**config.mk**
```make
export PLATFORM = sky130hd
export DESIGN_NAME = ecc_93_top
export DESIGN_NICKNAME = d
export VERILOG_FILES = /design/src/rtl/ecc_pkg.sv /design/src/rtl/ecc_check_gen.sv /design/src/rtl/ecc_syndrome_locator.sv /design/src/rtl/ecc_syndrome_classifier.sv /design/src/rtl/ecc_corrector.sv /design/src/rtl/ecc_93_top.sv
export VERILOG_INCLUDE_DIRS = /design/src /design/src/rtl
export SDC_FILE = /design/constraint.sdc
export NUM_CORES = 1
export LEC_CHECK = 0
export BUFFER_PORTS_ARGS = -buffer_cell sky130_fd_sc_hd__buf_2
export CORE_MARGIN = 4
export CORE_UTILIZATION = 48
export DETAILED_ROUTE_END_ITERATION = 10
export MAX_ROUTING_LAYER = met4
export PLACE_DENSITY = 0.75
export SLEW_MARGIN = 20
export SYNTH_ARGS = -nofsm -noshare
export SYNTH_HDL_FRONTEND = slang
export SYNTH_HIERARCHICAL = 1
export SYNTH_SLANG_ARGS = --single-unit
```
**constraint.sdc**
```tcl
create_clock -name clk -period 0.8 [get_ports clk]
set_input_delay 0.12 -clock clk [delete_from_list [all_inputs] [get_ports clk]]
set_output_delay 0.12 -clock clk [all_outputs]
set_load 0.005 [all_outputs]
```
**src/rtl/ecc_config.svh**
```systemverilog
`ifndef ECC_CONFIG_SVH
`define ECC_CONFIG_SVH

// Word geometry of the 93-bit Hsiao SEC-DED code

// Data bits carried in one protected word
`define ECC_DATA_WIDTH 93

// Check bits per word, seven Hamming bits plus the overall column parity bit
`define ECC_PARITY_WIDTH 8

// Width of the Hamming position held in the low syndrome bits
`define ECC_POS_WIDTH 7

`endif

```
**src/rtl/ecc_pkg.sv**
```systemverilog
`default_nettype none

`include "ecc_config.svh"

package ecc_pkg;

    typedef struct packed {
        logic [`ECC_DATA_WIDTH-1:0]   data;
        logic [`ECC_PARITY_WIDTH-1:0] parity;
    } ecc_word_t;

    typedef struct packed {
        logic sbit_err; // Corrected or check-bit-only error
        logic dbit_err; // Uncorrectable
    } ecc_status_t;

    typedef struct packed {
        logic [`ECC_DATA_WIDTH-1:0]   data;
        logic [`ECC_PARITY_WIDTH-1:0] parity; // Check bits generated from the received data
        ecc_status_t                  status;
    } ecc_result_t;

    typedef enum logic [1:0] {
        SYN_ZERO = 2'd0,
        SYN_UNIT = 2'd1, // Exactly one check bit flipped
        SYN_ODD  = 2'd2,
        SYN_EVEN = 2'd3
    } syn_class_e;

    // Hamming position of data bit idx, skipping every power of two from 3 upward
    function automatic logic [`ECC_POS_WIDTH-1:0] hsiao_position(input int unsigned idx);
        int unsigned                seen;
        logic [`ECC_POS_WIDTH-1:0]  pos;
        seen = 0;
        pos  = '0;
        for (int unsigned p = 3; p < (1 << `ECC_POS_WIDTH); p++) begin
            if ((p & (p - 1)) != 0) begin
                if (seen == idx) begin
                    pos = `ECC_POS_WIDTH'(p);
                end
                seen++;
            end
        end
        return pos;
    endfunction

    // Top bit tops up an even-weight position so every data column has odd weight
    function automatic logic [`ECC_PARITY_WIDTH-1:0] hsiao_column(input int unsigned idx);
        logic [`ECC_POS_WIDTH-1:0] pos;
        pos = hsiao_position(idx);
        return {~^pos, pos};
    endfunction

endpackage

`default_nettype wire

```
**src/rtl/ecc_check_gen.sv**
```systemverilog
`timescale 1ns/1ps
`default_nettype none

`include "ecc_config.svh"

module ecc_check_gen (
    input  wire  [`ECC_DATA_WIDTH-1:0]   data,
    input  wire  [`ECC_PARITY_WIDTH-1:0] parity_in,
    output logic [`ECC_PARITY_WIDTH-1:0] parity_gen,
    output logic [`ECC_PARITY_WIDTH-1:0] syndrome
);

    // One XOR tree per check bit over the data bits whose column has that row set
    for (genvar j = 0; j < `ECC_PARITY_WIDTH; j++) begin : g_row
        logic [`ECC_DATA_WIDTH-1:0] row_terms;

        for (genvar i = 0; i < `ECC_DATA_WIDTH; i++) begin : g_col
            localparam logic [`ECC_PARITY_WIDTH-1:0] COLUMN = ecc_pkg::hsiao_column(i);

            assign row_terms[i] = data[i] & COLUMN[j]; // Constant AND folds away in synthesis
        end

        assign parity_gen[j] = ^row_terms;
    end

    // A nonzero syndrome is the XOR of the columns of all flipped bits
    assign syndrome = parity_gen ^ parity_in;

endmodule

`default_nettype wire

```
**src/rtl/ecc_syndrome_locator.sv**
```systemverilog
`timescale 1ns/1ps
`default_nettype none

`include "ecc_config.svh"

module ecc_syndrome_locator (
    input  wire  [`ECC_PARITY_WIDTH-1:0] syndrome,
    output logic [`ECC_DATA_WIDTH-1:0]   mask,
    output logic                         hit
);

    localparam logic [`ECC_POS_WIDTH-1:0] LAST_POS =
        ecc_pkg::hsiao_position(`ECC_DATA_WIDTH - 1);

    logic [`ECC_POS_WIDTH-1:0] pos;
    logic                      pos_is_data;
    logic                      top_matches;

    // Full 8-bit compare against each data column
    for (genvar i = 0; i < `ECC_DATA_WIDTH; i++) begin : g_col
        localparam logic [`ECC_PARITY_WIDTH-1:0] COLUMN = ecc_pkg::hsiao_column(i);

        assign mask[i] = (syndrome == COLUMN);
    end

    // Hit is worked out from the position rule itself, not from the mask
    assign pos         = syndrome[`ECC_POS_WIDTH-1:0];
    assign pos_is_data = ((pos & (pos - 1'b1)) != '0) && (pos <= LAST_POS); // Not a check position
    assign top_matches = syndrome[`ECC_PARITY_WIDTH-1] == ~^pos;
    assign hit         = pos_is_data && top_matches;

    // Columns are distinct, so at most one can match
    ap_mask_onehot0: assert property (@(syndrome) $onehot0(mask))
        else $error("locator mask has more than one bit set: %h", mask);

    ap_hit_matches_mask: assert property (@(syndrome) hit == (mask != '0))
        else $error("locator hit %b disagrees with mask %h", hit, mask);

endmodule

`default_nettype wire

```
**src/rtl/ecc_syndrome_classifier.sv**
```systemverilog
`timescale 1ns/1ps
`default_nettype none

`include "ecc_config.svh"

module ecc_syndrome_classifier (
    input  wire                  [`ECC_PARITY_WIDTH-1:0] syndrome,
    output ecc_pkg::syn_class_e                          syn_class
);

    logic [3:0] ones; // Holds 0 to 8

    always_comb begin
        ones = '0;
        for (int k = 0; k < `ECC_PARITY_WIDTH; k++) begin
            ones = ones + 4'(syndrome[k]);
        end
    end

    // Single data errors are odd, double errors are even
    always_comb begin
        if (ones == 4'd0) begin
            syn_class = ecc_pkg::SYN_ZERO;
        end else if (ones == 4'd1) begin
            syn_class = ecc_pkg::SYN_UNIT;
        end else if (ones[0]) begin
            syn_class = ecc_pkg::SYN_ODD;
        end else begin
            syn_class = ecc_pkg::SYN_EVEN;
        end
    end

    ap_zero_class: assert property (@(syndrome)
        (syn_class == ecc_pkg::SYN_ZERO) == (syndrome == '0))
        else $error("classifier zero class mismatch for syndrome %b", syndrome);

endmodule

`default_nettype wire

```
**src/rtl/ecc_corrector.sv**
```systemverilog
`timescale 1ns/1ps
`default_nettype none

`include "ecc_config.svh"

module ecc_corrector (
    input  wire                                          clk,
    input  wire                                          rst_n,
    input  wire                  [`ECC_DATA_WIDTH-1:0]   data,
    input  wire                  [`ECC_PARITY_WIDTH-1:0] parity_gen,
    input  wire                  [`ECC_DATA_WIDTH-1:0]   mask,
    input  wire                                          hit,
    input  wire ecc_pkg::syn_class_e                     syn_class,
    input  wire                                          bypass,
    output ecc_pkg::ecc_result_t                         result
);

    logic [`ECC_DATA_WIDTH-1:0] data_fix;
    ecc_pkg::ecc_status_t       status_nxt;
    ecc_pkg::ecc_result_t       result_nxt;

    always_comb begin
        data_fix   = data;
        status_nxt = '0;
        if (!bypass) begin
            case (syn_class)
                ecc_pkg::SYN_ZERO: begin
                    status_nxt = '0;
                end
                ecc_pkg::SYN_UNIT: begin
                    status_nxt.sbit_err = 1'b1; // Check bit was hit, data is already good
                end
                ecc_pkg::SYN_ODD: begin
                    if (hit) begin
                        data_fix            = data ^ mask;
                        status_nxt.sbit_err = 1'b1;
                    end else begin
                        status_nxt.dbit_err = 1'b1; // Odd but no column, three or more flips
                    end
                end
                default: begin
                    status_nxt.dbit_err = 1'b1;
                end
            endcase
        end
    end

    assign result_nxt.data   = data_fix;
    assign result_nxt.parity = parity_gen;
    assign result_nxt.status = status_nxt;

    // Output stage to break up the XOR tree and compare path
    always_ff @(posedge clk or negedge rst_n) begin
        if (!rst_n) begin
            result <= '0;
        end else begin
            result <= result_nxt;
        end
    end

    ap_flags_exclusive: assert property (@(posedge clk) disable iff (!rst_n)
        !(result.status.sbit_err && result.status.dbit_err))
        else $error("sbit_err and dbit_err both set");

    ap_bypass_silent: assert property (@(posedge clk) disable iff (!rst_n)
        bypass |=> (result.status == '0))
        else $error("error flag raised for a bypassed word");

endmodule

`default_nettype wire

```
**src/rtl/ecc_93_top.sv**
```systemverilog
`timescale 1ns/1ps
`default_nettype none

`include "ecc_config.svh"

module ecc_93_top (
    input  wire                        clk,
    input  wire                        rst_n,
    input  wire  ecc_pkg::ecc_word_t   word_in,
    input  wire                        bypass,
    output ecc_pkg::ecc_result_t       result
);

    logic [`ECC_PARITY_WIDTH-1:0] parity_gen;
    logic [`ECC_PARITY_WIDTH-1:0] syndrome;
    logic [`ECC_DATA_WIDTH-1:0]   mask;
    logic                         hit;
    ecc_pkg::syn_class_e          syn_class;

    ecc_check_gen u_check_gen (
        .data       (word_in.data),
        .parity_in  (word_in.parity),
        .parity_gen (parity_gen),
        .syndrome   (syndrome)
    );

    // Locator and classifier both work from the same syndrome in parallel
    ecc_syndrome_locator u_locator (
        .syndrome (syndrome),
        .mask     (mask),
        .hit      (hit)
    );

    ecc_syndrome_classifier u_classifier (
        .syndrome  (syndrome),
        .syn_class (syn_class)
    );

    ecc_corrector u_corrector (
        .clk        (clk),
        .rst_n      (rst_n),
        .data       (word_in.data),
        .parity_gen (parity_gen),
        .mask       (mask),
        .hit        (hit),
        .syn_class  (syn_class),
        .bypass     (bypass),
        .result     (result)
    );

endmodule

`default_nettype wire

```
==> run summary, run 1 <==
The flow ran to the end, but the final reports show violations. The final reports fail on setup timing. The count of flip-flops with a built-in enable after synthesis came out at 0.

The library cell used most frequently in the layout, excluding fill and tap cells, is sky130_fd_sc_hd__buf_4. The critical path goes through buf_2 -> xnor2_2 -> xnor2_1 -> buf_4 -> xnor2_1 -> xnor3_2 -> xnor3_1 -> inv_2 -> fa_1 -> fa_1 -> fa_1 -> inv_1 -> ha_2 -> inv_2 -> fa_2 -> and4bb_1 -> a311o_1 -> a311oi_2 -> inv_1 -> ha_4 -> buf_12 -> clkbuf_16 -> nand4b_1 -> xnor2_1. The number of warnings reported in the yosys synthesis log came out at 6. Following the worst setup path forward leads to its endpoint at u_corrector/result[84]. Setup violations remaining at the end of the flow were counted as 206.

The worst hold path belongs to the class primary input to register. The via count of the routed design is 7726. The class of the most critical setup path is primary input to register. The number of remaining DRC errors came out at 0. After synthesis, the cell types taking the most area are sky130_fd_sc_hd__dfrtp_1 (33%), sky130_fd_sc_hd__xnor2_1 (24%), sky130_fd_sc_hd__nand4b_1 (11%), sky130_fd_sc_hd__xnor3_1 (10%), sky130_fd_sc_hd__nor2_1 (4.2%). The final worst setup slack came out at -4806 ps.

The worst max-slew margin expressed relative to the limit came out at 0.7136. For this run, the total global-route usage over all layers was measured as 0.3359. For this design, the slowest cell found on the critical path is sky130_fd_sc_hd__fa_1. The smallest clock period supported by the final layout is computed as about 5600 ps.

More flip-flops sit in one register than any other, and that register is u_corrector/result. Setup repair after global routing could not meet its margin everywhere. The count of pins on the block boundary came out at 207.

The number of slew-limit violations in the final report is 0. The cell area after synthesis came out at 7750 sq um. The post-synthesis async set-or-reset flop share came out at 1.000.

The cell type contributing the most total cell area after synthesis is sky130_fd_sc_hd__dfrtp_1. The highest net fanout along the worst path came out at 6. For this run the aggregate overflow at the end of global routing stands at 0. In the final layout, the registers with the most flip-flops are u_corrector/result (103). The total count of hold-check failures in the final report came out at 0. In the final layout, the share of cells above drive strength 1 is 0.4896. The number of maximum-capacitance constraint violations came out at 0.

In the routed layout, each cell is associated on average with a via count of between 5 and 6. STA puts the critical path data required time at about 1100 ps. STA classifies the critical path startpoint as a primary input. The distinct cell type count after synthesis is 37. The maximum cell stage delay along the critical path came out at around 520 ps. The floorplan has 46 rows. The via count of the first global-routing pass was a little under 8000.

For this configuration, the core starts out at a cell density of 0.4896. The placed cell area came out at 10960 sq um. The area growth from synthesis to layout is 57.35%. The post-detailed-route wirelength per cell is 22.80 um. The most common flop cell mapped by yosys is sky130_fd_sc_hd__dfrtp_1. The gate count after technology mapping came out at roughly 710. After detailed routing, the total wire length is roughly 31000 um. The first routing iteration left between 1000 and 1500 violations. Counting instances, the worst hold path has a depth of 2.

The slew at the pin closest to its max-slew limit came out at between 400 and 500 ps. The cell area after layout is 12190 sq um. The top cell types in the final layout, fill and taps aside, are sky130_fd_sc_hd__buf_4 (231), sky130_fd_sc_hd__buf_2 (196), sky130_fd_sc_hd__xnor2_1 (156).

The portion of the clock cycle consumed by the worst path in the final layout came out at 7.008. The wire length of the first global-routing pass is approximately 45000 um. The share of Yosys cell area claimed by the top area cell type is 0.3326. Once detailed placement completed, the half-perimeter wirelength came to between 20000 and 25000 um. Of the synthesized area, sequential elements account for 0.3326. The root cell of the clock tree is sky130_fd_sc_hd__clkbuf_16. The synthesized net count is roughly 840. The most critical setup path has its startpoint at word_in[88]. At the end of the flow the core is filled with cells to 0.7704. The register with the most flip-flops in the layout has between 100 and 150 of them.

For this design, the sink count on the clock tree is roughly 100. The count of input and output buffers is 206. The worst setup path is captured at a register. The vertical die dimension came out at between 100 and 150 um. The remaining antenna violation count came out at 0.

The number of levels the H-tree was split into came out at 3. TritonCTS built the clock tree. In this run the most critical hold path is launched from word_in[90].

The upper clock frequency limit is 0.1784 GHz. Each instance of the synthesized netlist takes up on average 10.95 sq um. The number of register bits inferred by synthesis is roughly 100. The number of clock buffers added by TritonCTS is 9.

The maximum number of pins on one net before global-route repair came out at 40. The overall die area is around 18000 sq um. The number of nets in the layout came out at around 1300.

The horizontal die dimension came out at around 140 um. OpenSTA, run right after detailed placement, puts the worst setup slack at -5096 ps. The final weighted congestion of routability-driven global placement came out at between 1 and 1.5. The number of detailed-routing iterations run before antenna repair came out at 8. In this run the deepest clock path goes through 2 buffers. The clock-pin slew on the worst setup and hold paths is ~80 ps. The area of the core region came out at ~16000 sq um. The number of antenna violations at the first check in global routing came out at 1. Data arrives at the worst endpoint at 5890 ps.
## worst min path at each step
| stage | endpoint | slack, ps |
|---|---|---|
| global route | u_corrector/result[92] | 8 |
| global placement | u_corrector/result[37] | 150 |
| floorplan | u_corrector/result[0] | -180 |
| finish | u_corrector/result[92] | 4 |
| CTS | u_corrector/result[92] | 20 |
| detailed placement | u_corrector/result[41] | 150 |
## final cells by class
class / instances / area, sq um
Fill cell: 897 / 3633
Inverter: 23 / 86.33
Tap cell: 216 / 270.3
Multi-Input combinational cell: 548 / 5603
Timing Repair Buffer: 468 / 3343
Clock inverter: 5 / 56.30
Clock buffer: 11 / 252.7
Antenna cell: 2 / 5.005
Sequential cell: 103 / 2577
## timing repair
| item | CTS | global route |
|---|---|---|
| buffers inserted | 16 | 9 |
| setup endpoints to repair | 206 | 206 |
| cloned | 2 | 1 |
| resized for setup | 63 | 46 |
| hold buffers | 4 | 0 |
| pin swaps | 69 | 52 |
| hold endpoints to repair | 106 | 0 |
## per-stage QoR
step | instances | setup TNS (ps) | hold WS [ps]
after detailed placement | 1330 | -485580 | 150.2
after floorplan | 708 | -437910 | -175.6
final | 1376 | -472030 | 3.554
after CTS | 1367 | -449260 | 19.43
after global routing | 1375 | -479850 | 7.925
after global placement | 1330 | -473920 | 146.3
## layer usage
layer | wire length [um] | track usage
met1 | 11190 | 0.4127
met2 | 15080 | 0.5472
met3 | 2940 | 0.05514
met4 | 2165 | 0.1545
met5 | 0 | -
## worst max-delay path: cells and delay by family
family / cells / cell delay, ps
compound gates: 2 / 520
xor+xnor: 6 / 1610
fa+ha+maj: 6 / 2340
buf+inv: 8 / 920
simple gates: 2 / 370
## Yosys cell counts, types with 5 or more instances
| cell | instances |
|---|---|
| sky130_fd_sc_hd__xnor2_1 | 213 |
| sky130_fd_sc_hd__nand3_1 | 5 |
| sky130_fd_sc_hd__ha_1 | 20 |
| sky130_fd_sc_hd__buf_6 | 10 |
| sky130_fd_sc_hd__xnor3_1 | 36 |
| sky130_fd_sc_hd__buf_2 | 15 |
| sky130_fd_sc_hd__nor2_1 | 87 |
| sky130_fd_sc_hd__buf_4 | 5 |
| sky130_fd_sc_hd__nand4b_1 | 93 |
| sky130_fd_sc_hd__dfrtp_1 | 103 |
| sky130_fd_sc_hd__nand2_1 | 24 |
| sky130_fd_sc_hd__xor2_1 | 27 |
| sky130_fd_sc_hd__inv_1 | 23 |
## cell families after synthesis
kind of cell    synth area share
compound gates           0.01001
xor+xnor                  0.3892
fa+ha+maj                0.04262
buf+inv                  0.04214
flops                     0.3326
simple gates              0.1834
Power of run 1 is left out: the tool's default activity adds up to more than one toggle a clock period on the data nets, which glitch-free logic cannot reach.
==> run 2: changes to the inputs <==
- SKIP_CTS_REPAIR_TIMING: unset -> 1
- SKIP_LAST_GASP: unset -> 1
- TNS_END_PERCENT: unset -> 10
==> run 2 against run 1 <==
Net effect: the run ends with hold timing, setup timing left; die area is the same; flip-flop and latch count is the same; global-route usage shrank 2.7 points.
==> run summary, run 2 (synthesis gave the netlist of run 1 again) <==
The horizontal die dimension came out at around 140 um. The nature of the critical path startpoint is a primary input. The number of DRC violations after detailed-routing iteration 0 came out at 708.

The met1 track utilization from global routing came out at 0.3755. The starting density of the core is 0.4896. The share of final-layout standard cells stronger than drive strength 1 is 0.4436. Dividing the detail-routed via count by the number of cells gives approximately 5.3.

Based on the critical path, the design can be clocked at up to around 0.18 GHz. The post-detailed-route wirelength per cell is around 21 um. The minimum clock period after layout is around 5600 ps. In this run the worst path has a maximum fanout of 6. The number of buffers on the longest clock path came out at 2. Setup repair after global routing could not meet its margin everywhere. The number of maximum-capacitance constraint violations came out at 0.

The number of nets in the layout is between 1000 and 1500. The total count of hold-check failures in the final report came out at 1. The wire length of the first global-routing pass came out at between 40000 and 50000 um. The worst hold slack is -4.266 ps. The area of the core region came out at roughly 16000 sq um. Across every metal layer, demand over resource in global routing totals 0.3087. The total congestion overflow after global routing is 0. The signal arrival time at the worst endpoint is between 5000 and 6000 ps.

Setup violations remaining at the end of the flow were counted as roughly 210. The overall die area is around 18000 sq um. For this run, global-route usage on met3 was measured as 0.05849. The number of antenna violations at the first check in global routing came out at 1. The count of clock tree sinks is 103. The checks that failed: hold timing, setup timing.

The HPWL reported at the end of detailed placement came out at roughly 22000 um. The class of the most critical setup path is primary input to register. The number of slew-limit violations in the final report is 0. The register with the most flip-flops in the final layout is u_corrector/result. The TritonCTS buffer count is 9.

The min-delay analysis places its worst path in the category primary input to register. The count of pins on the block boundary came out at between 200 and 250. The total detailed-routing wirelength came out at approximately 29000 um.

Measured along the y axis, the die boundary spans approximately 140 um. In the finished design, the share of the clock period the worst path needs comes to 6.970. STA classifies the critical path endpoint as a register. The post-layout utilization of the core is 0.7302. The largest registers in the layout are u_corrector/result (103). For met2 alone, demand over resource in global routing was 0.4911. The flow ran to the end, but the final reports show violations. The global routing stage identified its most utilized layer as met2. The count of input and output buffers is 206. The total placed cells including tap cells came out at roughly 1300. For this run, design rule violations remaining after detail routing come to 0. The via count of the first global-routing pass is roughly 7200.

The area growth from synthesis to layout is 49.13%. The register with the most flip-flops in the layout has between 100 and 150 of them. The via count of the routed design is around 7200. The cell area after layout came out at between 10000 and 15000 sq um.

The placed cell area came out at ~11000 sq um. The worst max-slew margin expressed relative to the limit came out at 0.7463. The root buffer cell chosen for the clock tree is sky130_fd_sc_hd__clkbuf_16. The final weighted congestion of routability-driven global placement is 0.9870.

The library cell used most frequently in the layout, excluding fill and tap cells, is sky130_fd_sc_hd__buf_4. Leaving out fill and tap cells, the most frequent cells in the layout are sky130_fd_sc_hd__buf_4 (244), sky130_fd_sc_hd__buf_2 (203), sky130_fd_sc_hd__xnor2_1 (198). The worst path required time came out at approximately 1100 ps. Once detail routing completed, the nets flagged for antenna violations numbered 0. After clock tree synthesis, the clock-pin slew on the worst setup and hold paths is ~70 ps.

The maximum number of pins on one net before global-route repair came out at 62. The floorplan has 46 rows. Across all setup checks in the final design, the least slack found is -4776 ps. The slew at the pin closest to its max-slew limit is about 380 ps. The number of detailed-routing iterations run before antenna repair is 5. The non-filler instance count after layout came out at around 1400.

The CTS tree is built. CTS built an H-tree with a depth of 3.
[run 2: cell type report]
cell class	count	area, sq um
diodes	1	2.502
clock buffers	9	225.2
clock inverters	7	56.30
fillers	1121	4270
inverters	23	86.33
multi-input cells	548	5049
flip-flops and latches	103	2577
well taps	216	270.3
repair buffers	471	3291
[run 2: path summary, 6_finish.rpt]
| path | start | end | slack [ps] | cells past startpoint |
|---|---|---|---|---|
| min | word_in[78] | u_corrector/result[80] | -4 | 2 |
| max in group asynchronous | rst_n | u_corrector/result[16] | 210 | 3 |
| max | word_in[18] | u_corrector/result[81] | -4780 | 24 |
| min in group asynchronous | rst_n | u_corrector/result[75] | 290 | 3 |
[run 2: through the flow]
step	setup slack [ps]	setup TNS, ps
global placement	-4972	-475580
finish	-4776	-472140
detailed placement	-5129	-491150
global route	-4920	-488640
CTS	-4786	-473560
floorplan	-4620	-438880
[run 2: metal layers]
layer  vias up  wire [um]
met5         -          0
met4         0       1653
met3       108       2820
met2       409      13740
met1      3450      10510
li1       3274          -
[run 2: worst max-delay path, stage by stage]
cell and delay, ps:
sky130_fd_sc_hd__buf_6 100, sky130_fd_sc_hd__xnor2_2 140, sky130_fd_sc_hd__buf_4 130, sky130_fd_sc_hd__xnor3_2 450, sky130_fd_sc_hd__xnor3_1 240, sky130_fd_sc_hd__xnor3_1 420
sky130_fd_sc_hd__xnor3_1 270, sky130_fd_sc_hd__inv_2 50, sky130_fd_sc_hd__fa_1 500, sky130_fd_sc_hd__fa_1 460, sky130_fd_sc_hd__fa_1 530, sky130_fd_sc_hd__inv_1 50
sky130_fd_sc_hd__ha_2 170, sky130_fd_sc_hd__inv_2 50, sky130_fd_sc_hd__fa_2 450, sky130_fd_sc_hd__and4bb_1 220, sky130_fd_sc_hd__a311o_1 310, sky130_fd_sc_hd__a311oi_4 260
sky130_fd_sc_hd__inv_1 120, sky130_fd_sc_hd__ha_4 220, sky130_fd_sc_hd__buf_4 160, sky130_fd_sc_hd__clkbuf_16 160, sky130_fd_sc_hd__nand4b_1 120, sky130_fd_sc_hd__xnor2_1 150
Power of run 2 is left out for the same reason.
